===== config.mk =====
export PLATFORM = sky130hd
export DESIGN_NAME = uart_ctl
export DESIGN_NICKNAME = d
export VERILOG_FILES = /design/src/verilog/uart_reg_pkg.sv /design/src/verilog/uart_line_pkg.sv /design/src/verilog/uart_ctl.sv /design/src/verilog/uart_regs.sv /design/src/verilog/uart_des.sv /design/src/verilog/uart_ser.sv /design/src/verilog/uart_fifo.sv
export SDC_FILE = /design/constraint.sdc
export NUM_CORES = 1
export LEC_CHECK = 0
export BUFFER_PORTS_ARGS = -buffer_cell sky130_fd_sc_hd__buf_2
export CAP_MARGIN = 40
export CORE_ASPECT_RATIO = 0.9
export CORE_MARGIN = 2
export CORE_UTILIZATION = 51
export CTS_BUF_LIST = sky130_fd_sc_hd__clkbuf_4
export CTS_CLUSTER_DIAMETER = 40
export DETAILED_ROUTE_END_ITERATION = 10
export PLACE_DENSITY = 0.69
export SLEW_MARGIN = 20
export SYNTH_ARGS = -nofsm -noshare
export SYNTH_HDL_FRONTEND = slang
export SYNTH_SLANG_ARGS = --single-unit

===== constraint.sdc =====
create_clock -name clk -period 8.2 [get_ports clk]
set_input_delay 0.82 -clock clk [delete_from_list [all_inputs] [get_ports clk]]
set_output_delay 0.82 -clock clk [all_outputs]
set_load 0.02 [all_outputs]

===== src/verilog/uart_reg_pkg.sv =====
// UART register bus definitions
// address map and status register layout

package uart_reg_pkg;

    // bus widths
    localparam int unsigned adr_w = 2;
    localparam int unsigned reg_w = 16;

    // register address map
    typedef enum logic [1:0] {
        // write pushes TX FIFO, read pops RX FIFO
        reg_data = 2'd0,
        // status, read only
        reg_stat = 2'd1,
        // baud divider
        reg_baud = 2'd2
    } reg_adr_t;

    ////////////////////////////////////////
    // status bit positions
    ////////////////////////////////////////

    // TX FIFO count, bits 5..0
    localparam int unsigned stat_tx_lo = 0;
    // RX FIFO count, bits 11..6
    localparam int unsigned stat_rx_lo = 6;
    // sticky flags
    localparam int unsigned stat_ovr  = 12;
    localparam int unsigned stat_ferr = 13;
    // RX FIFO not empty
    localparam int unsigned stat_rxv  = 14;

endpackage: uart_reg_pkg


===== src/verilog/uart_line_pkg.sv =====
// UART serial line definitions
// character and divider widths, FIFO depths, line FSM states

package uart_line_pkg;

    // character width, 8N1 frames only
    localparam int unsigned dat_w = 8;

    // baud divider, clock cycles per bit
    localparam int unsigned div_w = 16;
    localparam logic [div_w-1:0] div_rst = 16'd10;

    // FIFO depths
    localparam int unsigned tx_siz = 16;
    localparam int unsigned rx_siz = 32;

    // occupancy count, holds 0..rx_siz
    localparam int unsigned cnt_w = 6;

    // transmit serializer states
    typedef enum logic [1:0] {
        ser_idle  = 2'd0,
        ser_start = 2'd1,
        ser_data  = 2'd2,
        ser_stop  = 2'd3
    } ser_state_t;

    // receive deserializer states
    typedef enum logic [1:0] {
        des_idle  = 2'd0,
        des_start = 2'd1,
        des_data  = 2'd2,
        des_stop  = 2'd3
    } des_state_t;

endpackage: uart_line_pkg

===== src/verilog/uart_ctl.sv =====
// UART controller top level
// register stage, TX and RX FIFOs, serializer and deserializer

module uart_ctl (
    input  logic                           clk,
    input  logic                           rst,
    // register bus
    input  logic                           bus_vld,
    input  logic                           bus_wen,
    input  logic [uart_reg_pkg::adr_w-1:0] bus_adr,
    input  logic [uart_reg_pkg::reg_w-1:0] bus_wdt,
    output logic                           bus_rdy,
    output logic                           rsp_vld,
    output logic [uart_reg_pkg::reg_w-1:0] rsp_rdt,
    // serial line
    output logic                           txd,
    input  logic                           rxd
);

    // transmit path
    logic                            tx_vld;
    logic                            tx_rdy;
    logic [uart_line_pkg::dat_w-1:0] tx_dat;
    logic [uart_line_pkg::cnt_w-1:0] tx_cnt;
    logic                            ser_vld;
    logic                            ser_rdy;
    logic [uart_line_pkg::dat_w-1:0] ser_dat;

    // receive path
    logic                            des_vld;
    logic                            des_rdy;
    logic [uart_line_pkg::dat_w-1:0] des_dat;
    logic                            rx_vld;
    logic                            rx_rdy;
    logic [uart_line_pkg::dat_w-1:0] rx_dat;
    logic [uart_line_pkg::cnt_w-1:0] rx_cnt;

    // control
    logic                            ovr_pls;
    logic                            ferr_pls;
    logic [uart_line_pkg::div_w-1:0] div;

    uart_regs uart_regs_inst (
        .clk, .rst,
        .bus_vld, .bus_wen, .bus_adr, .bus_wdt, .bus_rdy,
        .rsp_vld, .rsp_rdt,
        .tx_vld, .tx_dat, .tx_rdy,
        .rx_vld, .rx_dat, .rx_rdy,
        .tx_cnt, .rx_cnt,
        .ovr_pls, .ferr_pls,
        .div
    );

    uart_fifo #(
        .SIZ (uart_line_pkg::tx_siz),
        .DAT (uart_line_pkg::dat_w)
    ) tx_fifo (
        .clk, .rst,
        .sti_vld (tx_vld),  .sti_dat (tx_dat),  .sti_rdy (tx_rdy),
        .sto_vld (ser_vld), .sto_dat (ser_dat), .sto_rdy (ser_rdy),
        .cnt     (tx_cnt)
    );

    uart_ser uart_ser_inst (
        .clk, .rst, .div,
        .ser_vld, .ser_dat, .ser_rdy,
        .txd
    );

    uart_des uart_des_inst (
        .clk, .rst, .div, .rxd,
        .des_vld, .des_dat, .des_rdy,
        .ovr_pls, .ferr_pls
    );

    uart_fifo #(
        .SIZ (uart_line_pkg::rx_siz),
        .DAT (uart_line_pkg::dat_w)
    ) rx_fifo (
        .clk, .rst,
        .sti_vld (des_vld), .sti_dat (des_dat), .sti_rdy (des_rdy),
        .sto_vld (rx_vld),  .sto_dat (rx_dat),  .sto_rdy (rx_rdy),
        .cnt     (rx_cnt)
    );

endmodule: uart_ctl


===== src/verilog/uart_regs.sv =====
// UART register bus stage
// maps bus accesses onto FIFO streams, holds baud divider and sticky error flags

module uart_regs (
    input  logic                            clk,
    input  logic                            rst,
    // register bus
    input  logic                            bus_vld,
    input  logic                            bus_wen,
    input  logic [uart_reg_pkg::adr_w-1:0]  bus_adr,
    input  logic [uart_reg_pkg::reg_w-1:0]  bus_wdt,
    output logic                            bus_rdy,
    // read response
    output logic                            rsp_vld,
    output logic [uart_reg_pkg::reg_w-1:0]  rsp_rdt,
    // TX FIFO write stream
    output logic                            tx_vld,
    output logic [uart_line_pkg::dat_w-1:0] tx_dat,
    input  logic                            tx_rdy,
    // RX FIFO read stream
    input  logic                            rx_vld,
    input  logic [uart_line_pkg::dat_w-1:0] rx_dat,
    output logic                            rx_rdy,
    // FIFO levels
    input  logic [uart_line_pkg::cnt_w-1:0] tx_cnt,
    input  logic [uart_line_pkg::cnt_w-1:0] rx_cnt,
    // error pulses from the deserializer
    input  logic                            ovr_pls,
    input  logic                            ferr_pls,
    // baud divider
    output logic [uart_line_pkg::div_w-1:0] div
);

    uart_reg_pkg::reg_adr_t         adr;
    logic                           trn;
    logic                           dat_sel;
    logic                           ovr;
    logic                           ferr;
    logic [uart_reg_pkg::reg_w-1:0] stat;
    logic [uart_reg_pkg::reg_w-1:0] rdt;

    assign adr     = uart_reg_pkg::reg_adr_t'(bus_adr);
    assign dat_sel = bus_vld & (adr == uart_reg_pkg::reg_data);

    ////////////////////////////////////////
    // handshake and streams
    ////////////////////////////////////////

    // only a data write into a full TX FIFO stalls
    assign bus_rdy = ~(bus_wen & (adr == uart_reg_pkg::reg_data) & ~tx_rdy);
    assign trn     = bus_vld & bus_rdy;

    assign tx_vld = dat_sel & bus_wen;
    assign tx_dat = bus_wdt[uart_line_pkg::dat_w-1:0];
    // pop in the accept cycle, no effect when empty
    assign rx_rdy = dat_sel & ~bus_wen;

    // status word
    always_comb begin
        stat = '0;
        stat[uart_reg_pkg::stat_tx_lo +: uart_line_pkg::cnt_w] = tx_cnt;
        stat[uart_reg_pkg::stat_rx_lo +: uart_line_pkg::cnt_w] = rx_cnt;
        stat[uart_reg_pkg::stat_ovr]  = ovr;
        stat[uart_reg_pkg::stat_ferr] = ferr;
        stat[uart_reg_pkg::stat_rxv]  = rx_vld;
    end

    // read mux, empty RX FIFO reads as zero
    always_comb begin
        case (adr)
            uart_reg_pkg::reg_data: rdt = rx_vld ? uart_reg_pkg::reg_w'(rx_dat) : '0;
            uart_reg_pkg::reg_stat: rdt = stat;
            uart_reg_pkg::reg_baud: rdt = uart_reg_pkg::reg_w'(div);
            default:                rdt = '0;
        endcase
    end

    ////////////////////////////////////////
    // registers and response
    ////////////////////////////////////////

    always_ff @(posedge clk) begin
        if (trn && !bus_wen) begin
            rsp_rdt <= rdt;
        end
    end

    always_ff @(posedge clk, posedge rst) begin
        if (rst) begin
            rsp_vld <= 1'b0;
            div     <= uart_line_pkg::div_rst;
            ovr     <= 1'b0;
            ferr    <= 1'b0;
        end else begin
            rsp_vld <= trn & ~bus_wen;
            if (trn && bus_wen && adr == uart_reg_pkg::reg_baud) begin
                div <= bus_wdt[uart_line_pkg::div_w-1:0];
            end
            // a status read hands the flags over, new pulses still land
            if (trn && !bus_wen && adr == uart_reg_pkg::reg_stat) begin
                ovr  <= ovr_pls;
                ferr <= ferr_pls;
            end else begin
                ovr  <= ovr | ovr_pls;
                ferr <= ferr | ferr_pls;
            end
        end
    end

endmodule: uart_regs


===== src/verilog/uart_des.sv =====
// UART receive deserializer
// synchronizes rxd, samples 8N1 frames mid-bit, reports overrun and frame errors

module uart_des (
    input  logic                            clk,
    input  logic                            rst,
    // bit period in clock cycles
    input  logic [uart_line_pkg::div_w-1:0] div,
    // serial line, asynchronous
    input  logic                            rxd,
    // byte stream, no back-pressure
    output logic                            des_vld,
    output logic [uart_line_pkg::dat_w-1:0] des_dat,
    input  logic                            des_rdy,
    // error pulses
    output logic                            ovr_pls,
    output logic                            ferr_pls
);

    uart_line_pkg::des_state_t       state;
    logic                            rxd_s1;
    logic                            rxd_s2;
    logic                            rxd_d;
    logic                            fall;
    logic [uart_line_pkg::div_w-1:0] div_q;
    logic [uart_line_pkg::div_w-1:0] per;
    logic [2:0]                      idx;
    logic                            smp;

    ////////////////////////////////////////
    // synchronizer and edge detect
    ////////////////////////////////////////

    // idle line is high
    always_ff @(posedge clk, posedge rst) begin
        if (rst) begin
            rxd_s1 <= 1'b1;
            rxd_s2 <= 1'b1;
            rxd_d  <= 1'b1;
        end else begin
            rxd_s1 <= rxd;
            rxd_s2 <= rxd_s1;
            rxd_d  <= rxd_s2;
        end
    end

    assign fall = rxd_d & ~rxd_s2;
    // sample point, counter runs out mid-bit
    assign smp  = (per == '0);

    // divider held for the whole frame
    always_ff @(posedge clk) begin
        if (state == uart_line_pkg::des_idle && fall) begin
            div_q <= div;
        end
    end

    // data shifted in LSB first, MSB side entry
    always_ff @(posedge clk) begin
        if (state == uart_line_pkg::des_data && smp) begin
            des_dat <= {rxd_s2, des_dat[uart_line_pkg::dat_w-1:1]};
        end
    end

    ////////////////////////////////////////
    // frame FSM
    ////////////////////////////////////////

    always_ff @(posedge clk, posedge rst) begin
        if (rst) begin
            state    <= uart_line_pkg::des_idle;
            per      <= '0;
            idx      <= '0;
            des_vld  <= 1'b0;
            ferr_pls <= 1'b0;
        end else begin
            des_vld  <= 1'b0;
            ferr_pls <= 1'b0;
            per      <= smp ? div_q - 1'b1 : per - 1'b1;
            case (state)
                uart_line_pkg::des_idle: begin
                    if (fall) begin
                        // half period offset to mid start bit
                        state <= uart_line_pkg::des_start;
                        per   <= (div >> 1) - 1'b1;
                    end
                end
                uart_line_pkg::des_start: begin
                    if (smp) begin
                        // glitch, start bit gone high again
                        state <= rxd_s2 ? uart_line_pkg::des_idle : uart_line_pkg::des_data;
                        idx   <= '0;
                    end
                end
                uart_line_pkg::des_data: begin
                    if (smp) begin
                        idx <= idx + 1'b1;
                        if (idx == 3'd7) begin
                            state <= uart_line_pkg::des_stop;
                        end
                    end
                end
                uart_line_pkg::des_stop: begin
                    if (smp) begin
                        state    <= uart_line_pkg::des_idle;
                        des_vld  <= rxd_s2;
                        ferr_pls <= ~rxd_s2;
                    end
                end
            endcase
        end
    end

    // byte lost if the RX FIFO cannot take it
    assign ovr_pls = des_vld & ~des_rdy;

endmodule: uart_des


===== src/verilog/uart_ser.sv =====
// UART transmit serializer
// shifts out one 8N1 frame per accepted byte, LSB first

module uart_ser (
    input  logic                            clk,
    input  logic                            rst,
    // bit period in clock cycles
    input  logic [uart_line_pkg::div_w-1:0] div,
    // byte stream
    input  logic                            ser_vld,
    input  logic [uart_line_pkg::dat_w-1:0] ser_dat,
    output logic                            ser_rdy,
    // serial line
    output logic                            txd
);

    uart_line_pkg::ser_state_t       state;
    logic [uart_line_pkg::div_w-1:0] div_q;
    logic [uart_line_pkg::div_w-1:0] per;
    logic [2:0]                      idx;
    logic [uart_line_pkg::dat_w-1:0] sh;
    logic                            trn;
    logic                            per_end;

    assign ser_rdy = (state == uart_line_pkg::ser_idle);
    assign trn     = ser_vld & ser_rdy;
    // last cycle of a bit period
    assign per_end = (per == '0);

    // byte and divider latched at acceptance, data shifted per bit
    always_ff @(posedge clk) begin
        if (trn) begin
            sh    <= ser_dat;
            div_q <= div;
        end else if (per_end && (state == uart_line_pkg::ser_start ||
                                 state == uart_line_pkg::ser_data)) begin
            sh <= sh >> 1;
        end
    end

    ////////////////////////////////////////
    // frame FSM
    ////////////////////////////////////////

    always_ff @(posedge clk, posedge rst) begin
        if (rst) begin
            state <= uart_line_pkg::ser_idle;
            per   <= '0;
            idx   <= '0;
            txd   <= 1'b1;
        end else begin
            per <= per_end ? div_q - 1'b1 : per - 1'b1;
            case (state)
                uart_line_pkg::ser_idle: begin
                    if (trn) begin
                        // start bit from the next cycle
                        state <= uart_line_pkg::ser_start;
                        per   <= div - 1'b1;
                        txd   <= 1'b0;
                    end
                end
                uart_line_pkg::ser_start: begin
                    if (per_end) begin
                        state <= uart_line_pkg::ser_data;
                        idx   <= '0;
                        txd   <= sh[0];
                    end
                end
                uart_line_pkg::ser_data: begin
                    if (per_end) begin
                        idx <= idx + 1'b1;
                        if (idx == 3'd7) begin
                            state <= uart_line_pkg::ser_stop;
                            txd   <= 1'b1;
                        end else begin
                            txd <= sh[0];
                        end
                    end
                end
                uart_line_pkg::ser_stop: begin
                    // line stays high into idle
                    if (per_end) begin
                        state <= uart_line_pkg::ser_idle;
                    end
                end
            endcase
        end
    end

endmodule: uart_ser


===== src/verilog/uart_fifo.sv =====
// UART stream FIFO
// circular addresses, distributed memory with asynchronous read, occupancy count

module uart_fifo #(
    parameter int unsigned SIZ = 16,
    parameter int unsigned DAT = 8
)(
    input  logic                            clk,
    input  logic                            rst,
    // stream input
    input  logic                            sti_vld,
    input  logic [DAT-1:0]                  sti_dat,
    output logic                            sti_rdy,
    // stream output
    output logic                            sto_vld,
    output logic [DAT-1:0]                  sto_dat,
    input  logic                            sto_rdy,
    // occupancy
    output logic [uart_line_pkg::cnt_w-1:0] cnt
);

    // address width from depth
    localparam int unsigned adr_w = $clog2(SIZ);

    logic             sti_trn;
    logic             sto_trn;
    logic [adr_w-1:0] sti_adr;
    logic [adr_w-1:0] sto_adr;
    logic [DAT-1:0]   mem [0:SIZ-1];

    ////////////////////////////////////////
    // write side
    ////////////////////////////////////////

    assign sti_trn = sti_vld & sti_rdy;

    // write address, wraps at SIZ
    always_ff @(posedge clk, posedge rst) begin
        if (rst) begin
            sti_adr <= '0;
        end else if (sti_trn) begin
            sti_adr <= (sti_adr == adr_w'(SIZ-1)) ? '0 : sti_adr + 1'b1;
        end
    end

    // memory write
    always_ff @(posedge clk) begin
        if (sti_trn) begin
            mem[sti_adr] <= sti_dat;
        end
    end

    ////////////////////////////////////////
    // read side
    ////////////////////////////////////////

    assign sto_trn = sto_vld & sto_rdy;

    // asynchronous read, head entry always on the output
    assign sto_dat = mem[sto_adr];

    // read address
    always_ff @(posedge clk, posedge rst) begin
        if (rst) begin
            sto_adr <= '0;
        end else if (sto_trn) begin
            sto_adr <= (sto_adr == adr_w'(SIZ-1)) ? '0 : sto_adr + 1'b1;
        end
    end

    // occupancy, push and pop may happen together
    always_ff @(posedge clk, posedge rst) begin
        if (rst) begin
            cnt <= '0;
        end else begin
            cnt <= cnt + uart_line_pkg::cnt_w'(sti_trn) - uart_line_pkg::cnt_w'(sto_trn);
        end
    end

    // not full / not empty
    assign sti_rdy = (cnt != uart_line_pkg::cnt_w'(SIZ));
    assign sto_vld = (cnt != '0);

endmodule: uart_fifo


==> results.toml, run 1 <==
[sta]
rsz0062_at_grt = "false"
maxSlewViolCount = 0
min_period_ps = 3730
fin_crit_sh_pct = 45.5
setup-tns-final_ps = 0
finalClockSkew_ps = 46.1
worstMarginPinSlew_ps = 854
setup_viol = 0
fmax_ghz = 0.268
worst_slack_ps = 4470
hold_viol = 0
maxSlewHeadroom_pct = 42.9

[clock_tree]
clock-root-buffer = "clkbuf_4"
post-cts-setup-buffer-count = 0
clk_pin_slew_ps = 60
cts_tree = "done"
cts_hold_buf = 2
numCtsBuffers = 140
clk_latency_ps = 960
cts_sinks = 545
cts.path.max_buffers = 3
ctsResizeCount = 0
htree_levels = 4

[die]
dieArea_um2 = 46900
core_area_um2 = 44400
start_util_pct = 52.0
fp.dieH_um = 206
die_w_um = 228
rows = 73
io_pins = 42

[finish]
nets = 1646
layout_commonest_cell = "edfxtp_1"
seq_area_um2 = 15900
fill_cells = 3439
final_cell_mix = "edfxtp_1 (448), clkbuf_4 (210), nand2_1 (106), mux4_2 (104), dfrtp_1 (88)"
syn2layout_area_growth_pct = 13.0
layout-drive-gt1-share_pct = 26.8
multiInputGateArea_um2 = 6790

[global_routing]
grt_max_degree = 60
grt_usage_pct = 21.8
grt-ovfl-total = 0
grt_pass1_wl_um = 76400
grt_antenna_before_repair = 3
grt_pass1_vias = 13275

[synthesis]
synth_edf_count = 448
synth_warnings = 0
netlist_instances = 1419
synth_seq_cells = 545
syn_nets = 1489
async_flop_share_pct = 17.8
synth_cell_types = 67
synth.yosys.seq_area_share_pct = 68.9
syn_area_per_cell_um2 = 16.3
synth_flop_cell = "edfxtp_1"
synth_area_um2 = 23100

[routing]
ant_nets = 0
drt_wl_total_um = 49700
wl_per_cell_um = 21.8
num_vias = 13255
vias_per_cell = 5.80
drc = 0
dr.pass1.iters = 5
first_iter_violations = 1515

[flow_run]
max_cap_viol_count = 0

[hold_path]
holdCritPathClass = "in2reg"

[pwr]
p_leak_nw = 9.24
power_density_nw_per_um2 = 293
max-vdd-ir-drop_uv = 164

[placement]
pre_cts_ws_ps = 4590
place.port_buffers = 41
place_congestion = 0.872
place_hpwl_um = 31800

[worst_setup_path]
critical_path_class = "reg2reg"
cp_slowest_cell = "nor4_4"
cp.required_ps = 9060
max_stage_delay_ps = 740
worst_setup_path_end_kind = "register"
cp_num_buf_inv = 0
crit_fanout = 17
cp_data_arrival_time_ps = 4580
critPathTopFamily = "simple AND/OR/NAND/NOR gates"
crit_chain = "or4_1 -> nor4_4 -> and2_1 -> a21oi_1 -> ha_1 -> nand2_1 -> a211oi_1 -> a31oi_1 -> a211oi_1 -> a21oi_1"
worstSetupStartpointType = "register"

[status]
status = "finished, final reports clean"
## sequential cells by signal, indices dropped and copies added (netlist names), 2 cells and up, named ones only
register,cells
tx_fifo.sti_adr,4
tx_fifo.mem,128
tx_fifo.cnt,6
uart_ser_inst.div_q,16
rx_fifo.cnt,6
uart_ser_inst.sh,8
uart_ser_inst.per,16
uart_des_inst.idx,3
tx_fifo.sto_adr,4
uart_ser_inst.state,2
rx_fifo.mem,256
rx_fifo.sto_adr,5
uart_regs_inst.rsp_rdt,16
uart_des_inst.per,16
uart_regs_inst.div,16
uart_des_inst.div_q,16
rx_fifo.sti_adr,5
uart_des_inst.des_dat,8
uart_ser_inst.idx,3
## logic make-up (layout without fill, tap and decap cells)
group,Yosys count,after routing,synth area share [%]
other,0,4,0
muxes,136,136,11.6
DFF,545,545,68.9
adders and majority gates,47,47,2.61
xor gates and xnor gates,56,56,2.13
buffers and inverters,99,361,1.70
and+or+nand+nor,326,326,6.94
AOI/OAI and AO/OA,210,210,6.09
## per-stage QoR
step	total power [W]	util [%]	instances	area (um2)	hold WS, ps
finish	0.00763	58.7	2285	26100	91.1
CTS	0.00768	58.4	2267	25900	3.73
global route	0.00804	58.7	2284	26100	46.5
global placement	0.00524	53.7	2005	23800	354
floorplan	0.00480	-	1419	23100	345
detailed placement	0.00528	54.2	2018	24000	348
## area by class of cell
class                   count  share of cell area [%]
well taps                 600                    2.88
clock buffers             210                    6.05
inverters                  34                   0.499
flip-flops and latches    545                    61.0
multi-input cells         775                    26.0
repair buffers             80                    2.45
clock inverters            37                    1.09
diodes                      4                  0.0384
## per-layer routing
layer	vias to the layer above	part of all wire, %	global-route usage [%]	wire [um]
met2	513	46	32.7	22900
met5	-	0	0	0
li1	5976	-	-	-
met1	6674	45	30.9	22100
met4	0	2.3	9.43	1170
met3	92	7.1	5.10	3520
## Yosys cell counts (all sizes together) (19+ instances only)
cell type  number  share of area, %
nand2         106               1.7
clkbuf         45              0.73
o21ai          41              0.89
nor2           83               1.4
edfxtp        448                58
buf            20              0.42
nand3          21              0.46
nor3           23              0.50
dfrtp          91               9.9
inv            32              0.52
xor2           27               1.0
mux4          104                10
a31oi          25              0.68
a21oi          44              0.95
mux2           19              0.93
xnor2          29               1.1
ha             45               2.4
## where the power goes
part,switching (W),internal [W]
logic,0.000892,0.000789
clock network,0.00109,0.00130
registers,0.000308,0.00325
total,0.00229,0.00534
## worst register-to-register path, cell delays in order, from the launching register on
cell      delay, ps
dfrtp_1         420
or4_1           640
nor4_4          740
and2_1          630
a21oi_1         190
ha_1            300
nand2_1         120
a211oi_1         80
a31oi_1         220
a211oi_1         70
a21oi_1         190
## path summary, 6_finish.rpt
kind / slack, ps / start / endpoint / depth (start not counted)
worst min-delay path: 90 / bus_wdt[14] / uart_regs_inst.div[14] / 2
worst max register to register: 4470 / uart_des_inst.per[7] / uart_des_inst.per[10] / 10
worst min register to register: 360 / uart_des_inst.rxd_s1 / uart_des_inst.rxd_s2 / 0
max in group asynchronous: 6720 / rst / uart_des_inst.rxd_d / 5
worst max-delay path: 4470 / uart_des_inst.per[7] / uart_des_inst.per[10] / 10
min in group asynchronous: 450 / rst / tx_fifo.sti_adr[1] / 3
Note: power is estimated with default switching activity, not from simulation.
==> run 2: changes to the inputs <==
- clock period: 8.2 -> 3.86 ns (I/O delays scaled with it)
==> run 2 against run 1 <==
Sequential cell count unchanged. Cell count rose by 1.2%. Combinational power increased by 110%. Non-clock buffer count up 28. Global-route usage is 0.83 points higher. Register-to-register slack worse by 3600 ps. Sequential share of layout area decreased by 0.43 points. First-iteration DRC count grew 2.0%. Critical path depth increased by 4. Worst hold slack improved by 33 ps. Critical path type unchanged. Critical endpoint is now rx_fifo.cnt[4].
==> results.toml, run 2 (same netlist as run 1, synthesis figures left out) <==
[status]
status = "finished, final reports clean"

[hold_path]
worstHoldStart = "bus_adr[0]"
worstHoldPathCells = 5
whs_endpoint = "rx_fifo.sto_adr[1]"
holdCritPathClass = "in2reg"

[placement]
place.port_buffers = 41
place_hpwl_um = 33000
place_congestion = 0.888
placedCellCount = 2027

[sta]
fmax_ghz = 0.333
hold_viol = 0
worstMarginPinSlew_ps = 795
holdWs_ps = 124
min_period_ps = 3000
fin_crit_sh_pct = 77.7
finalClockSkew_ps = 43.2
maxSlewHeadroom_pct = 46.8
rsz0062_at_grt = "false"
setup-tns-final_ps = 0
maxSlewViolCount = 0
setup_viol = 0

[clock_tree]
cts_sinks = 545
ctsResizeCount = 0
numCtsBuffers = 139
cts_tree = "done"
htree_levels = 4
clock-root-buffer = "clkbuf_4"
cts.path.max_buffers = 3
clk_pin_slew_ps = 70
clk_latency_ps = 950

[die]
rows = 73
dieArea_um2 = 46900
die_w_um = 228
io_pins = 42
start_util_pct = 52.0
fp.dieH_um = 206
core_area_um2 = 44400

[routing]
ant_nets = 0
drt_wl_total_um = 51000
vias_per_cell = 5.87
num_vias = 13571
drc = 0
wl_per_cell_um = 22.1
dr.pass1.iters = 5
first_iter_violations = 1545

[finish]
reg_top3 = "rx_fifo.mem: 256 flops, tx_fifo.mem: 128 flops"
fin_cells = 2313
multiInputGateArea_um2 = 6790
layout_commonest_cell = "edfxtp_1"
nets = 1673
fill_cells = 3402
seq_area_um2 = 15900
largest_register_ffs = 256
layout-drive-gt1-share_pct = 26.1
syn2layout_area_growth_pct = 13.8
final_cell_mix = "edfxtp_1 (448), clkbuf_4 (197), nand2_1 (106), mux4_2 (104), dfrtp_1 (88)"
top_register = "rx_fifo.mem"

[worst_setup_path]
r2r_end = "rx_fifo.cnt[4]"
r2r_slack_ps = 860
cp.required_ps = 4720
critical_path_class = "reg2reg"
cp_num_buf_inv = 3
critPathTopFamily = "adder cells"
worst_setup_path_end_kind = "register"
max_stage_delay_ps = 450
crit_fanout = 8
crit_chain = "inv_1 -> ha_1 -> nor3b_1 -> nand2_1 -> nand3_1 -> inv_1 -> ha_1 -> inv_1 -> ha_1 -> fa_1 -> a21oi_1 -> nor2_1 -> nor2_1 -> xnor2_1"
cp_slowest_cell = "fa_1"
worstSetupStartpointType = "register"
rr_worst_depth = 14
rr_startpoint = "rx_fifo.cnt[3]"
cp_data_arrival_time_ps = 3860

[global_routing]
grt_pass1_vias = 13727
use_met2_pct = 33.7
grt_usage_pct = 22.6
grt-ovfl-total = 0
grt_max_degree = 50
grtUsageMet1_pct = 32.3
grt-busiest-layer = "met2"
grt_pass1_wl_um = 79500
grt_use_met3_pct = 6.53
grt_antenna_before_repair = 2

[pwr]
power_density_nw_per_um2 = 612
p_leak_nw = 9.33
max-vdd-ir-drop_uv = 336

[flow_run]
max_cap_viol_count = 0
==> run 2: changes by cell type in the layout (fill, tap and decap cells not counted), moves of 3 or more <==
| cell | delta |
|---|---|
| dlygate4sd3_1 | +22 |
| buf_4 | +5 |
| inv_2 | +3 |
| clkinv_2 | +5 |
| clkbuf_4 | -13 |
| clkinv_4 | -3 |
| clkinv_1 | +11 |
==> run 2: timing repair <==
action,4_1_cts,5_1_grt
endpoints found under the hold margin,244,0
setup buffers,0,0
hold buffers,24,0
==> run 2: how the worst max path moves through the flow <==
stage | cells after the start | start | endpoint | slack, ps
6_report | 14 | rx_fifo.cnt[3] | rx_fifo.cnt[4] | 860
5_1_grt | 14 | rx_fifo.cnt[2] | rx_fifo.cnt[4] | 540
4_1_cts | 14 | rx_fifo.cnt[3] | rx_fifo.cnt[4] | 890
3_5_place_dp | 14 | rx_fifo.cnt[3] | rx_fifo.cnt[4] | 930
3_3_place_gp | 14 | rx_fifo.cnt[2] | rx_fifo.cnt[4] | 990
2_1_floorplan | 14 | tx_fifo.cnt[4] | tx_fifo.cnt[5] | 720
==> run 2: report_power, final <==
part	internal, W	total (W)	switching (W)	leakage (nW)
logic	0.00171	0.00356	0.00185	3.05
clock network	0.00257	0.00488	0.00232	1.05
registers	0.00690	0.00762	0.000724	5.23
total	0.0112	0.0161	0.00489	9.33
==> run 2: metrics by stage <==
| step | setup WS [ps] | total power (W) | cell area, um2 | utilization, % |
|---|---|---|---|---|
| after global placement | 987 | 0.0112 | 23900 | 53.9 |
| final | 860 | 0.0161 | 26300 | 59.2 |
| after detailed placement | 931 | 0.0113 | 24200 | 54.4 |
| after global routing | 543 | 0.0170 | 26300 | 59.2 |
| after floorplan | 721 | 0.0102 | 23100 | - |
| after CTS | 889 | 0.0162 | 26200 | 58.9 |
==> run 2: area by class of cell <==
type                    instances  area share, %
diodes                          4         0.0381
clock buffers                 197           5.63
clock inverters                50           1.11
inverters                      34          0.496
multi-input cells             775           25.9
flip-flops and latches        545           60.5
well taps                     600           2.86
repair buffers                108           3.49
==> run 2: layer usage <==
metal | wire [um] | share of wire (%)
met5 | 0 | 0
met4 | 796 | 1.6
met3 | 3990 | 7.8
met2 | 23500 | 46
met1 | 22800 | 45
==> run 2: worst register-to-register path, cell delays in order (launching register included) <==
cell     delay (ps)
dfrtp_1         400
inv_1            90
ha_1            140
nor3b_1         330
nand2_1         160
nand3_1         250
inv_1           120
ha_1            290
inv_1            40
ha_1            200
fa_1            450
a21oi_1         170
nor2_1           60
nor2_1          110
xnor2_1         130
